`src/include/mmu_cfg.svh`:
```
`ifndef MMU_CFG_SVH
`define MMU_CFG_SVH

// Sv32 virtual address width
`define VALEN 32

// Sv32 physical address width, 22-bit PPN plus 12-bit offset
`define PALEN 34

// Data width of the page table read port
`define XLEN 32

// Physical page number width
`define PPN_W 22

// Entries in each TLB
`define TLB_ENTRIES 4

// Translation ports, 0 is instruction and 1 is data
`define NUM_PORTS 2

`endif
```
`src/verilog/mmu_pkg.sv`:
```
`default_nettype none

`include "mmu_cfg.svh"

package mmu_pkg;

    // Sv32 page table entry, V sits in bit 0
    typedef struct packed {
        logic [`PPN_W-1:0] ppn;
        logic [1:0]        rsw;
        logic              d;
        logic              a;
        logic              g;
        logic              u;
        logic              x;
        logic              w;
        logic              r;
        logic              v;
    } pte_sv32_t;

    // Walker FSM states
    typedef enum logic [1:0] {
        PTW_IDLE         = 2'd0,
        PTW_PROCESS_PTE  = 2'd1,
        PTW_PAGE_ERR     = 2'd2,
        PTW_WAIT_R_VALID = 2'd3
    } ptw_state_e;

    // Level 1 is the root table, level 2 the leaf table
    typedef enum logic {
        LEVEL_1 = 1'b0,
        LEVEL_2 = 1'b1
    } ptw_level_e;

    // What the walker writes into a TLB slot
    typedef struct packed {
        logic [`VALEN-13:0] vpn;
        pte_sv32_t          pte;
        logic               page_4m;
    } tlb_entry_t;

endpackage

`default_nettype wire

```
`src/verilog/mmu_top.sv`:
```
`timescale 1ns/1ps
`default_nettype none

`include "mmu_cfg.svh"

module mmu_top
    import mmu_pkg::*;
(
    input  logic                clk,
    input  logic                rst_n,
    input  logic                i_req_i,
    input  logic [`VALEN-1:0]   i_vaddr_i,
    input  logic                d_req_i,
    input  logic [`VALEN-1:0]   d_vaddr_i,
    input  logic                d_store_i,
    input  logic [`PPN_W-1:0]   satp_ppn_i,
    input  logic                mxr_i,
    input  logic                flush_i,
    output logic                i_resp_valid_o,
    output logic [`PALEN-1:0]   i_paddr_o,
    output logic                i_fault_o,
    output logic                d_resp_valid_o,
    output logic [`PALEN-1:0]   d_paddr_o,
    output logic                d_fault_o,
    output logic                mem_req_o,
    output logic [`PALEN-1:0]   mem_paddr_o,
    input  logic                mem_rvalid_i,
    input  logic [`XLEN-1:0]    mem_rdata_i,
    output logic                walk_active_o
);

    logic [`NUM_PORTS-1:0][`VALEN-13:0] lookup_vpn;
    logic [`NUM_PORTS-1:0]              tlb_hit;
    tlb_entry_t [`NUM_PORTS-1:0]        tlb_hit_entry;
    logic [`NUM_PORTS-1:0]              pend;
    logic [`NUM_PORTS-1:0][`VALEN-13:0] pend_vpn;
    logic                               pend_store;
    logic [`NUM_PORTS-1:0]              fill;
    tlb_entry_t                         fill_entry;
    logic [`NUM_PORTS-1:0]              walk_err;

    mmu_resp u_mmu_resp (
        .clk             (clk),
        .rst_n           (rst_n),
        .flush_i         (flush_i),
        .i_req_i         (i_req_i),
        .i_vaddr_i       (i_vaddr_i),
        .d_req_i         (d_req_i),
        .d_vaddr_i       (d_vaddr_i),
        .d_store_i       (d_store_i),
        .tlb_hit_i       (tlb_hit),
        .tlb_hit_entry_i (tlb_hit_entry),
        .walk_err_i      (walk_err),
        .lookup_vpn_o    (lookup_vpn),
        .pend_o          (pend),
        .pend_vpn_o      (pend_vpn),
        .pend_store_o    (pend_store),
        .i_resp_valid_o  (i_resp_valid_o),
        .i_paddr_o       (i_paddr_o),
        .i_fault_o       (i_fault_o),
        .d_resp_valid_o  (d_resp_valid_o),
        .d_paddr_o       (d_paddr_o),
        .d_fault_o       (d_fault_o)
    );

    // ITLB at index 0, DTLB at index 1
    for (genvar g = 0; g < `NUM_PORTS; g++) begin : g_tlb
        tlb u_tlb (
            .clk          (clk),
            .rst_n        (rst_n),
            .flush_i      (flush_i),
            .fill_i       (fill[g]),
            .fill_entry_i (fill_entry),
            .lookup_vpn_i (lookup_vpn[g]),
            .hit_o        (tlb_hit[g]),
            .hit_entry_o  (tlb_hit_entry[g])
        );
    end

    ptw u_ptw (
        .clk           (clk),
        .rst_n         (rst_n),
        .flush_i       (flush_i),
        .pend_i        (pend),
        .pend_vpn_i    (pend_vpn),
        .tlb_hit_i     (tlb_hit),
        .d_store_i     (pend_store),
        .satp_ppn_i    (satp_ppn_i),
        .mxr_i         (mxr_i),
        .mem_req_o     (mem_req_o),
        .mem_paddr_o   (mem_paddr_o),
        .mem_rvalid_i  (mem_rvalid_i),
        .mem_rdata_i   (mem_rdata_i),
        .fill_o        (fill),
        .fill_entry_o  (fill_entry),
        .walk_err_o    (walk_err),
        .walk_active_o (walk_active_o)
    );

endmodule

`default_nettype wire

```
`src/verilog/mmu_resp.sv`:
```
`timescale 1ns/1ps
`default_nettype none

`include "mmu_cfg.svh"

module mmu_resp
    import mmu_pkg::*;
(
    input  logic                                 clk,
    input  logic                                 rst_n,
    input  logic                                 flush_i,
    input  logic                                 i_req_i,
    input  logic [`VALEN-1:0]                    i_vaddr_i,
    input  logic                                 d_req_i,
    input  logic [`VALEN-1:0]                    d_vaddr_i,
    input  logic                                 d_store_i,
    input  logic [`NUM_PORTS-1:0]                tlb_hit_i,
    input  tlb_entry_t [`NUM_PORTS-1:0]          tlb_hit_entry_i,
    input  logic [`NUM_PORTS-1:0]                walk_err_i,
    output logic [`NUM_PORTS-1:0][`VALEN-13:0]   lookup_vpn_o,
    output logic [`NUM_PORTS-1:0]                pend_o,
    output logic [`NUM_PORTS-1:0][`VALEN-13:0]   pend_vpn_o,
    output logic                                 pend_store_o,
    output logic                                 i_resp_valid_o,
    output logic [`PALEN-1:0]                    i_paddr_o,
    output logic                                 i_fault_o,
    output logic                                 d_resp_valid_o,
    output logic [`PALEN-1:0]                    d_paddr_o,
    output logic                                 d_fault_o
);

    logic [`NUM_PORTS-1:0]               req;
    logic [`NUM_PORTS-1:0][`VALEN-1:0]   req_vaddr;
    logic [`NUM_PORTS-1:0]               pend_q;
    logic [`NUM_PORTS-1:0][`VALEN-1:0]   vaddr_q;
    logic                                store_q;
    logic [`NUM_PORTS-1:0][`PALEN-1:0]   paddr_hit;
    logic [`NUM_PORTS-1:0][`PALEN-1:0]   paddr_q;
    logic [`NUM_PORTS-1:0]               resp_q;
    logic [`NUM_PORTS-1:0]               fault_q;

    // Index 0 is the instruction port, index 1 the data port
    assign req       = {d_req_i, i_req_i};
    assign req_vaddr = {d_vaddr_i, i_vaddr_i};

    always_comb begin
        for (int p = 0; p < `NUM_PORTS; p++) begin
            lookup_vpn_o[p] = vaddr_q[p][`VALEN-1:12];
            pend_vpn_o[p]   = vaddr_q[p][`VALEN-1:12];
            if (tlb_hit_entry_i[p].page_4m) begin
                paddr_hit[p] = {tlb_hit_entry_i[p].pte.ppn[21:10], vaddr_q[p][21:0]};
            end else begin
                paddr_hit[p] = {tlb_hit_entry_i[p].pte.ppn, vaddr_q[p][11:0]};
            end
        end
    end

    always_ff @(posedge clk or negedge rst_n) begin
        if (!rst_n) begin
            pend_q  <= '0;
            resp_q  <= '0;
            fault_q <= '0;
        end else begin
            for (int p = 0; p < `NUM_PORTS; p++) begin
                resp_q[p]  <= 1'b0;
                fault_q[p] <= 1'b0;
                if (flush_i) begin
                    // Dropped silently
                    pend_q[p] <= 1'b0;
                end else if (pend_q[p]) begin
                    if (tlb_hit_i[p]) begin
                        resp_q[p] <= 1'b1;
                        pend_q[p] <= 1'b0;
                    end else if (walk_err_i[p]) begin
                        fault_q[p] <= 1'b1;
                        pend_q[p]  <= 1'b0;
                    end
                end else if (req[p]) begin
                    pend_q[p] <= 1'b1;
                end
            end
        end
    end

    always_ff @(posedge clk) begin
        for (int p = 0; p < `NUM_PORTS; p++) begin
            if (!pend_q[p] && req[p]) begin
                vaddr_q[p] <= req_vaddr[p];
            end
            if (pend_q[p] && tlb_hit_i[p]) begin
                paddr_q[p] <= paddr_hit[p];
            end
        end
        if (!pend_q[1] && d_req_i) begin
            store_q <= d_store_i;
        end
    end

    assign pend_o       = pend_q;
    assign pend_store_o = store_q;

    assign i_resp_valid_o = resp_q[0];
    assign i_paddr_o      = paddr_q[0];
    assign i_fault_o      = fault_q[0];
    assign d_resp_valid_o = resp_q[1];
    assign d_paddr_o      = paddr_q[1];
    assign d_fault_o      = fault_q[1];

endmodule

`default_nettype wire

```
`src/verilog/ptw.sv`:
```
`timescale 1ns/1ps
`default_nettype none

`include "mmu_cfg.svh"

module ptw
    import mmu_pkg::*;
(
    input  logic                                 clk,
    input  logic                                 rst_n,
    input  logic                                 flush_i,
    input  logic [`NUM_PORTS-1:0]                pend_i,
    input  logic [`NUM_PORTS-1:0][`VALEN-13:0]   pend_vpn_i,
    input  logic [`NUM_PORTS-1:0]                tlb_hit_i,
    input  logic                                 d_store_i,
    input  logic [`PPN_W-1:0]                    satp_ppn_i,
    input  logic                                 mxr_i,
    output logic                                 mem_req_o,
    output logic [`PALEN-1:0]                    mem_paddr_o,
    input  logic                                 mem_rvalid_i,
    input  logic [`XLEN-1:0]                     mem_rdata_i,
    output logic [`NUM_PORTS-1:0]                fill_o,
    output tlb_entry_t                           fill_entry_o,
    output logic [`NUM_PORTS-1:0]                walk_err_o,
    output logic                                 walk_active_o
);

    ptw_state_e          state_q, state_d;
    ptw_level_e          level_q, level_d;
    // High while the walk serves the data port
    logic                walk_d_q, walk_d_d;
    logic                gmap_q, gmap_d;
    logic [`VALEN-13:0]  vpn_q, vpn_d;
    logic [`PALEN-1:0]   paddr_q, paddr_d;
    logic                req_q, req_d;
    logic [`XLEN-1:0]    rdata_q;
    logic                rvalid_q;
    logic [`NUM_PORTS-1:0] miss;
    logic [`VALEN-13:0]  start_vpn;
    logic                leaf_ok;
    logic                fill_en;
    logic                err_en;
    pte_sv32_t           pte;

    assign pte  = pte_sv32_t'(rdata_q);
    assign miss = pend_i & ~tlb_hit_i;

    // Instruction port has priority
    assign start_vpn = miss[0] ? pend_vpn_i[0] : pend_vpn_i[1];

    always_comb begin
        state_d  = state_q;
        level_d  = level_q;
        walk_d_d = walk_d_q;
        gmap_d   = gmap_q;
        vpn_d    = vpn_q;
        paddr_d  = paddr_q;
        req_d    = req_q;
        leaf_ok  = 1'b0;
        fill_en  = 1'b0;
        err_en   = 1'b0;

        case (state_q)
            PTW_IDLE: begin
                level_d = LEVEL_1;
                gmap_d  = 1'b0;
                if (|miss) begin
                    walk_d_d = ~miss[0];
                    vpn_d    = start_vpn;
                    // Root PTE at satp base plus VPN[1] * 4
                    paddr_d  = {satp_ppn_i, start_vpn[19:10], 2'b00};
                    req_d    = 1'b1;
                    state_d  = PTW_PROCESS_PTE;
                end
            end

            PTW_PROCESS_PTE: begin
                if (rvalid_q) begin
                    req_d   = 1'b0;
                    gmap_d  = gmap_q | pte.g;
                    state_d = PTW_IDLE;

                    if (!pte.v || (pte.w && !pte.r)) begin
                        state_d = PTW_PAGE_ERR;
                    end else if (pte.r || pte.x) begin
                        // Leaf PTE
                        if (!walk_d_q) begin
                            leaf_ok = pte.x && pte.a;
                        end else begin
                            leaf_ok = pte.a && (pte.r || (pte.x && mxr_i));
                            if (d_store_i && (!pte.w || !pte.d)) begin
                                leaf_ok = 1'b0;
                            end
                        end
                        // Misaligned superpage
                        if ((level_q == LEVEL_1) && (pte.ppn[9:0] != '0)) begin
                            leaf_ok = 1'b0;
                        end
                        if (leaf_ok) begin
                            fill_en = 1'b1;
                        end else begin
                            state_d = PTW_PAGE_ERR;
                        end
                    end else if (level_q == LEVEL_1) begin
                        // Pointer to the leaf table
                        level_d = LEVEL_2;
                        paddr_d = {pte.ppn, vpn_q[9:0], 2'b00};
                        req_d   = 1'b1;
                        state_d = PTW_PROCESS_PTE;
                    end else begin
                        // No pointers allowed below level 2
                        state_d = PTW_PAGE_ERR;
                    end
                end
            end

            PTW_PAGE_ERR: begin
                err_en  = 1'b1;
                state_d = PTW_IDLE;
            end

            PTW_WAIT_R_VALID: begin
                if (rvalid_q) begin
                    req_d   = 1'b0;
                    state_d = PTW_IDLE;
                end
            end

            default: begin
                state_d = PTW_IDLE;
            end
        endcase

        // A flush drops the walk but lets an outstanding read finish
        if (flush_i) begin
            fill_en = 1'b0;
            err_en  = 1'b0;
            if ((state_q inside {PTW_PROCESS_PTE, PTW_WAIT_R_VALID}) && !rvalid_q) begin
                state_d = PTW_WAIT_R_VALID;
                req_d   = 1'b1;
            end else begin
                state_d = PTW_IDLE;
                req_d   = 1'b0;
            end
        end
    end

    always_ff @(posedge clk or negedge rst_n) begin
        if (!rst_n) begin
            state_q  <= PTW_IDLE;
            level_q  <= LEVEL_1;
            walk_d_q <= 1'b0;
            gmap_q   <= 1'b0;
            req_q    <= 1'b0;
            rvalid_q <= 1'b0;
        end else begin
            state_q  <= state_d;
            level_q  <= level_d;
            walk_d_q <= walk_d_d;
            gmap_q   <= gmap_d;
            req_q    <= req_d;
            rvalid_q <= mem_rvalid_i;
        end
    end

    always_ff @(posedge clk) begin
        vpn_q   <= vpn_d;
        paddr_q <= paddr_d;
        rdata_q <= mem_rdata_i;
    end

    // Fill payload with the global bit of the whole walk merged in
    always_comb begin
        fill_entry_o         = '0;
        fill_entry_o.vpn     = vpn_q;
        fill_entry_o.pte     = pte;
        fill_entry_o.pte.g   = pte.g | gmap_q;
        fill_entry_o.page_4m = (level_q == LEVEL_1);
    end

    assign fill_o        = {fill_en & walk_d_q, fill_en & ~walk_d_q};
    assign walk_err_o    = {err_en & walk_d_q, err_en & ~walk_d_q};
    assign mem_req_o     = req_q;
    assign mem_paddr_o   = paddr_q;
    assign walk_active_o = (state_q != PTW_IDLE);

endmodule

`default_nettype wire

```
`src/verilog/tlb.sv`:
```
`timescale 1ns/1ps
`default_nettype none

`include "mmu_cfg.svh"

module tlb
    import mmu_pkg::*;
(
    input  logic               clk,
    input  logic               rst_n,
    input  logic               flush_i,
    input  logic               fill_i,
    input  tlb_entry_t         fill_entry_i,
    input  logic [`VALEN-13:0] lookup_vpn_i,
    output logic               hit_o,
    output tlb_entry_t         hit_entry_o
);

    localparam int PTR_W = (`TLB_ENTRIES > 1) ? $clog2(`TLB_ENTRIES) : 1;

    logic [`TLB_ENTRIES-1:0] valid_q;
    tlb_entry_t              entry_q [`TLB_ENTRIES];
    logic [PTR_W-1:0]        fill_ptr_q;
    logic [`TLB_ENTRIES-1:0] match;

    // Tag compare, a 4 MiB entry only looks at VPN[1]
    always_comb begin
        for (int i = 0; i < `TLB_ENTRIES; i++) begin
            if (entry_q[i].page_4m) begin
                match[i] = valid_q[i] && (entry_q[i].vpn[19:10] == lookup_vpn_i[19:10]);
            end else begin
                match[i] = valid_q[i] && (entry_q[i].vpn == lookup_vpn_i);
            end
        end
    end

    // Lowest matching slot wins
    always_comb begin
        hit_o       = |match;
        hit_entry_o = '0;
        for (int i = `TLB_ENTRIES - 1; i >= 0; i--) begin
            if (match[i]) begin
                hit_entry_o = entry_q[i];
            end
        end
    end

    always_ff @(posedge clk or negedge rst_n) begin
        if (!rst_n) begin
            valid_q    <= '0;
            fill_ptr_q <= '0;
        end else if (flush_i) begin
            valid_q <= '0;
        end else if (fill_i) begin
            valid_q[fill_ptr_q] <= 1'b1;
            // Round-robin replacement
            if (fill_ptr_q == PTR_W'(`TLB_ENTRIES - 1)) begin
                fill_ptr_q <= '0;
            end else begin
                fill_ptr_q <= fill_ptr_q + 1'b1;
            end
        end
    end

    always_ff @(posedge clk) begin
        if (fill_i && !flush_i) begin
            entry_q[fill_ptr_q] <= fill_entry_i;
        end
    end

endmodule

`default_nettype wire

```
`config.mk`:
```
export PLATFORM = sky130hd
export DESIGN_NAME = mmu_top
export DESIGN_NICKNAME = d
export VERILOG_FILES = /design/src/verilog/mmu_pkg.sv /design/src/verilog/mmu_top.sv /design/src/verilog/mmu_resp.sv /design/src/verilog/ptw.sv /design/src/verilog/tlb.sv
export VERILOG_INCLUDE_DIRS = /design/src /design/src/include
export SDC_FILE = /design/constraint.sdc
export NUM_CORES = 1
export LEC_CHECK = 0
export ABC_AREA = 1
export BUFFER_PORTS_ARGS = -buffer_cell sky130_fd_sc_hd__buf_2
export CAP_MARGIN = 20
export CORE_MARGIN = 4
export CORE_UTILIZATION = 35
export CTS_CLUSTER_DIAMETER = 40
export DETAILED_ROUTE_END_ITERATION = 6
export PLACE_DENSITY = 0.62
export SYNTH_ARGS = -nofsm -noshare
export SYNTH_HDL_FRONTEND = slang
export SYNTH_SLANG_ARGS = --single-unit
```
`constraint.sdc`:
```
create_clock -name clk -period 8.05 [get_ports clk]
set_input_delay 0.4025 -clock clk [delete_from_list [all_inputs] [get_ports clk]]
set_output_delay 0.4025 -clock clk [all_outputs]
set_load 0.02 [all_outputs]
```
==> run metrics <==
ANT nets after route 0; area delta synth->final 26.9%; initial antenna violation count 1; Worst Clk Skew between 0.04 and 0.05 ns; warnings from Yosys 0; Final Critical Period roughly 3.6 ns; Worst Path Arrival 3.89 ns; flops & latches, synth about 580; Critical-path top delay cell nor3b_1; first-pass GRT wire length about 93 mm; Fmax achieved roughly 280 MHz; htree depth 3; crit path kind reg -> reg; Post CTS Setup Buffer Count 0; register area share after synthesis slightly above 70%; root buf cell clkbuf_16; Die Area between 70000 and 80000 um^2; CTS sink count between 500 and 600; CP max FO 34; fin nets approximately 2600; crit path cell chain inv_2, or2_2, nand4_1, nor2_1, nand3_1, inv_2, nand2_2, inv_2, nor2_2, nor3b_1, nor2_4, buf_4; post-DP HPWL ~42 mm; Cells after Synth around 2100; syn_area_per_cell 11.5 um^2; CTS tree yes; final WL roughly 63 mm; final core occ 44.9%; Worst slew margin between 30% and 40%; RSZ-0062 raised after global routing false; cell area after synthesis between 20000 and 25000 um^2; Min-Delay Path Class in -> reg; Startpoint Class register; Pre-antenna DRT Iters 7; drt via density 4.76; Max Cap Viol 0; P_leak 12.1 nW; Buffers on Ports between 200 and 250; I/O Pins about 230; Final GP Congestion 0.901; layout cells sized above 1 between 15 and 20%; Num CTS Buffers 93; Clock Path Buffers 3; post-cts sizing count 0; Worst Tran Pin Value between 0.9 and 1 ns; WP data required around 8.4 ns; slowest cell delay on critical path 0.56 ns; Remaining DRCs 0; initial drt markers around 1400; final non-filler cell total about 3400; GRT Residual Overflow 0; Yosys top cell area share between 60% and 70%; r2r setup slk approximately 4.5 ns; Placement Rows 95; Placed Cells incl. Taps 3125; Synth cell types 49; chip width 269 um; CP Capture Type register; Yosys top cell by area edfxtp_1; Filler cells 6065; cell area power density 283 nW/um^2; # setup viols final 0; vias in the first global route between 15000 and 20000; Clock Latency Late Sink between 0.6 and 0.7 ns; WL per Instance 18.6 um; Slew Limit Fails 0; most frequent CP cell inv_2; Initial Util 35.4%; Clk pin slew, worst setup/hold paths 0.05 ns; post-route clock period utilization roughly 45%; main area contributors after synthesis edfxtp_1 67%, nand2_1 9.9%, nor2_1 3.3%; hold_buf cts a little under 100; setup TNS 0 ns; footprint of the multi-input gates between 5000 and 6000 um^2; DR vias ~16000; Worst IR Drop VDD ~0.00018 V; status finished, final reports clean; gr usage total between 10% and 20%; Core Box Area just under 70000 um^2; DIE HEIGHT between 200 and 300 um; largest net degree at the start of global routing between 40 and 50; Register Area roughly 17000 um^2; final hold vios 0
## area by class of cell
| class | count | area share [%] |
|---|---|---|
| inverters | 198 | 2.46 |
| flip-flops and latches | 581 | 56.4 |
| clock buffers | 102 | 8.06 |
| multi-input cells | 1229 | 19.0 |
| diodes | 1 | 0.00828 |
| clock inverters | 72 | 2.69 |
| well taps | 873 | 3.62 |
| repair buffers | 346 | 7.71 |
## cell families after synthesis
family | Yosys count | share of synthesized area [%]
buf+inv | 259 | 4.63
simple gates | 1020 | 17.7
compound gates | 150 | 3.80
other cells | 1 | 0.0158
fa+ha+maj | 8 | 0.420
xor+xnor | 49 | 1.80
flops | 581 | 71.6
## worst max-delay path, delay by kind of cell, from the launching register on
| family | cells | cell delay, ns |
|---|---|---|
| DFF | 1 | 0.49 |
| and+or+nand+nor | 8 | 1.97 |
| buffers and inverters | 4 | 0.77 |
## worst paths after layout
check,from,endpoint,cells past startpoint
setup / recovery,u_mmu_resp.lookup_vpn_o[33],u_mmu_resp.d_paddr_o[5],12
hold / removal,satp_ppn_i[13],u_ptw.mem_paddr_o[25],3
setup reg to reg,u_mmu_resp.lookup_vpn_o[33],u_mmu_resp.d_paddr_o[5],12
hold reg to reg,u_mmu_resp.vaddr_q[40],u_mmu_resp.d_paddr_o[8],0
max in group asynchronous,rst_n,u_ptw.rvalid_q,2
min in group asynchronous,rst_n,u_mmu_resp.resp_q[1],2
## per-stage QoR
stage / hold slack, ns / setup WS (ns) / total power, W / cell area (um^2)
CTS: 0.00145 / 4.25 / 0.00862 / 30100
global placement: 0.401 / 4.35 / 0.00449 / 25900
detailed placement: 0.405 / 4.29 / 0.00451 / 25900
floorplan: 0.107 / 4.42 / 0.00413 / 23800
finish: 0.0377 / 4.46 / 0.00854 / 30200
global route: 0.0351 / 4.19 / 0.00884 / 30200
## layout by cell type (no fill, tap or decap), types with 4 or more instances in the layout
cell           count
buf_4             17
o21ai_0           52
bufinv_16          9
xnor2_1           16
inv_1            169
buf_2            227
clkinv_2           8
xor2_1            33
nor2_2            13
clkinv_1           5
nand3_1           89
nor2_4            12
and3_1            11
clkinv_4          11
nand4_1           21
or2_1             10
ha_1               8
o21ai_1           23
nand2_2            4
clkbuf_16         96
clkinvlp_4        18
o21bai_1           7
edfxtp_1         529
nand2_1          625
o21ai_2           13
clkbuf_1           5
nor3_1            10
inv_6             12
dlygate4sd3_1     99
a21oi_1           24
dfxtp_1           28
or2_2              5
nor2_1           200
dfrtp_1           24
inv_2             28
o211ai_1          18
o22ai_1            7
inv_8              6
nor3b_1            5
## synth_stat cells, drive strengths merged
| cell | instances |
|---|---|
| nand3b | 2 |
| nor4 | 3 |
| xor2 | 33 |
| nand3 | 91 |
| and3 | 11 |
| o2111ai | 1 |
| conb | 1 |
| edfxtp | 529 |
| ha | 8 |
| a21oi | 26 |
| nor3 | 13 |
| clkbuf | 13 |
| nand4 | 21 |
| buf | 48 |
| a31oi | 1 |
| o21bai | 7 |
| nand2 | 630 |
| o22ai | 7 |
| o21a | 1 |
| nor3b | 5 |
| dfxtp | 28 |
| o211ai | 18 |
| o21ai | 88 |
| xnor2 | 16 |
| nor2 | 225 |
| dfrtp | 24 |
| and2b | 1 |
| inv | 198 |
| or2 | 17 |
| and2 | 1 |
| a22o | 1 |
## sequential cells by signal, summed over array words and instances, names as in the netlist, 4 cells and up
register	count
g_tlb.u_tlb.entry_q	344
g_tlb.u_tlb.fill_ptr_q	4
g_tlb.u_tlb.valid_q	8
u_mmu_resp.d_paddr_o	34
u_mmu_resp.i_paddr_o	34
u_mmu_resp.lookup_vpn_o	40
u_mmu_resp.vaddr_q	24
u_ptw.mem_paddr_o	32
u_ptw.pte	28
u_ptw.vpn_q	20
## routing by layer
metal / GRT usage, % / part of all wire, % / wire, um / up-vias
met5: 0 / 0 / 0 / -
li1: - / - / - / 7731
met4: 6.61 / 3.0 / 1910 / 0
met3: 3.33 / 7.9 / 5000 / 106
met1: 23.8 / 44 / 27800 / 7706
met2: 26.7 / 45 / 28600 / 640
## where the power goes
group	internal, W	switching (W)
logic	0.000218	0.000540
clock network	0.00253	0.00152
registers	0.00356	0.000170
Note: power is estimated with default switching activity, not from simulation.
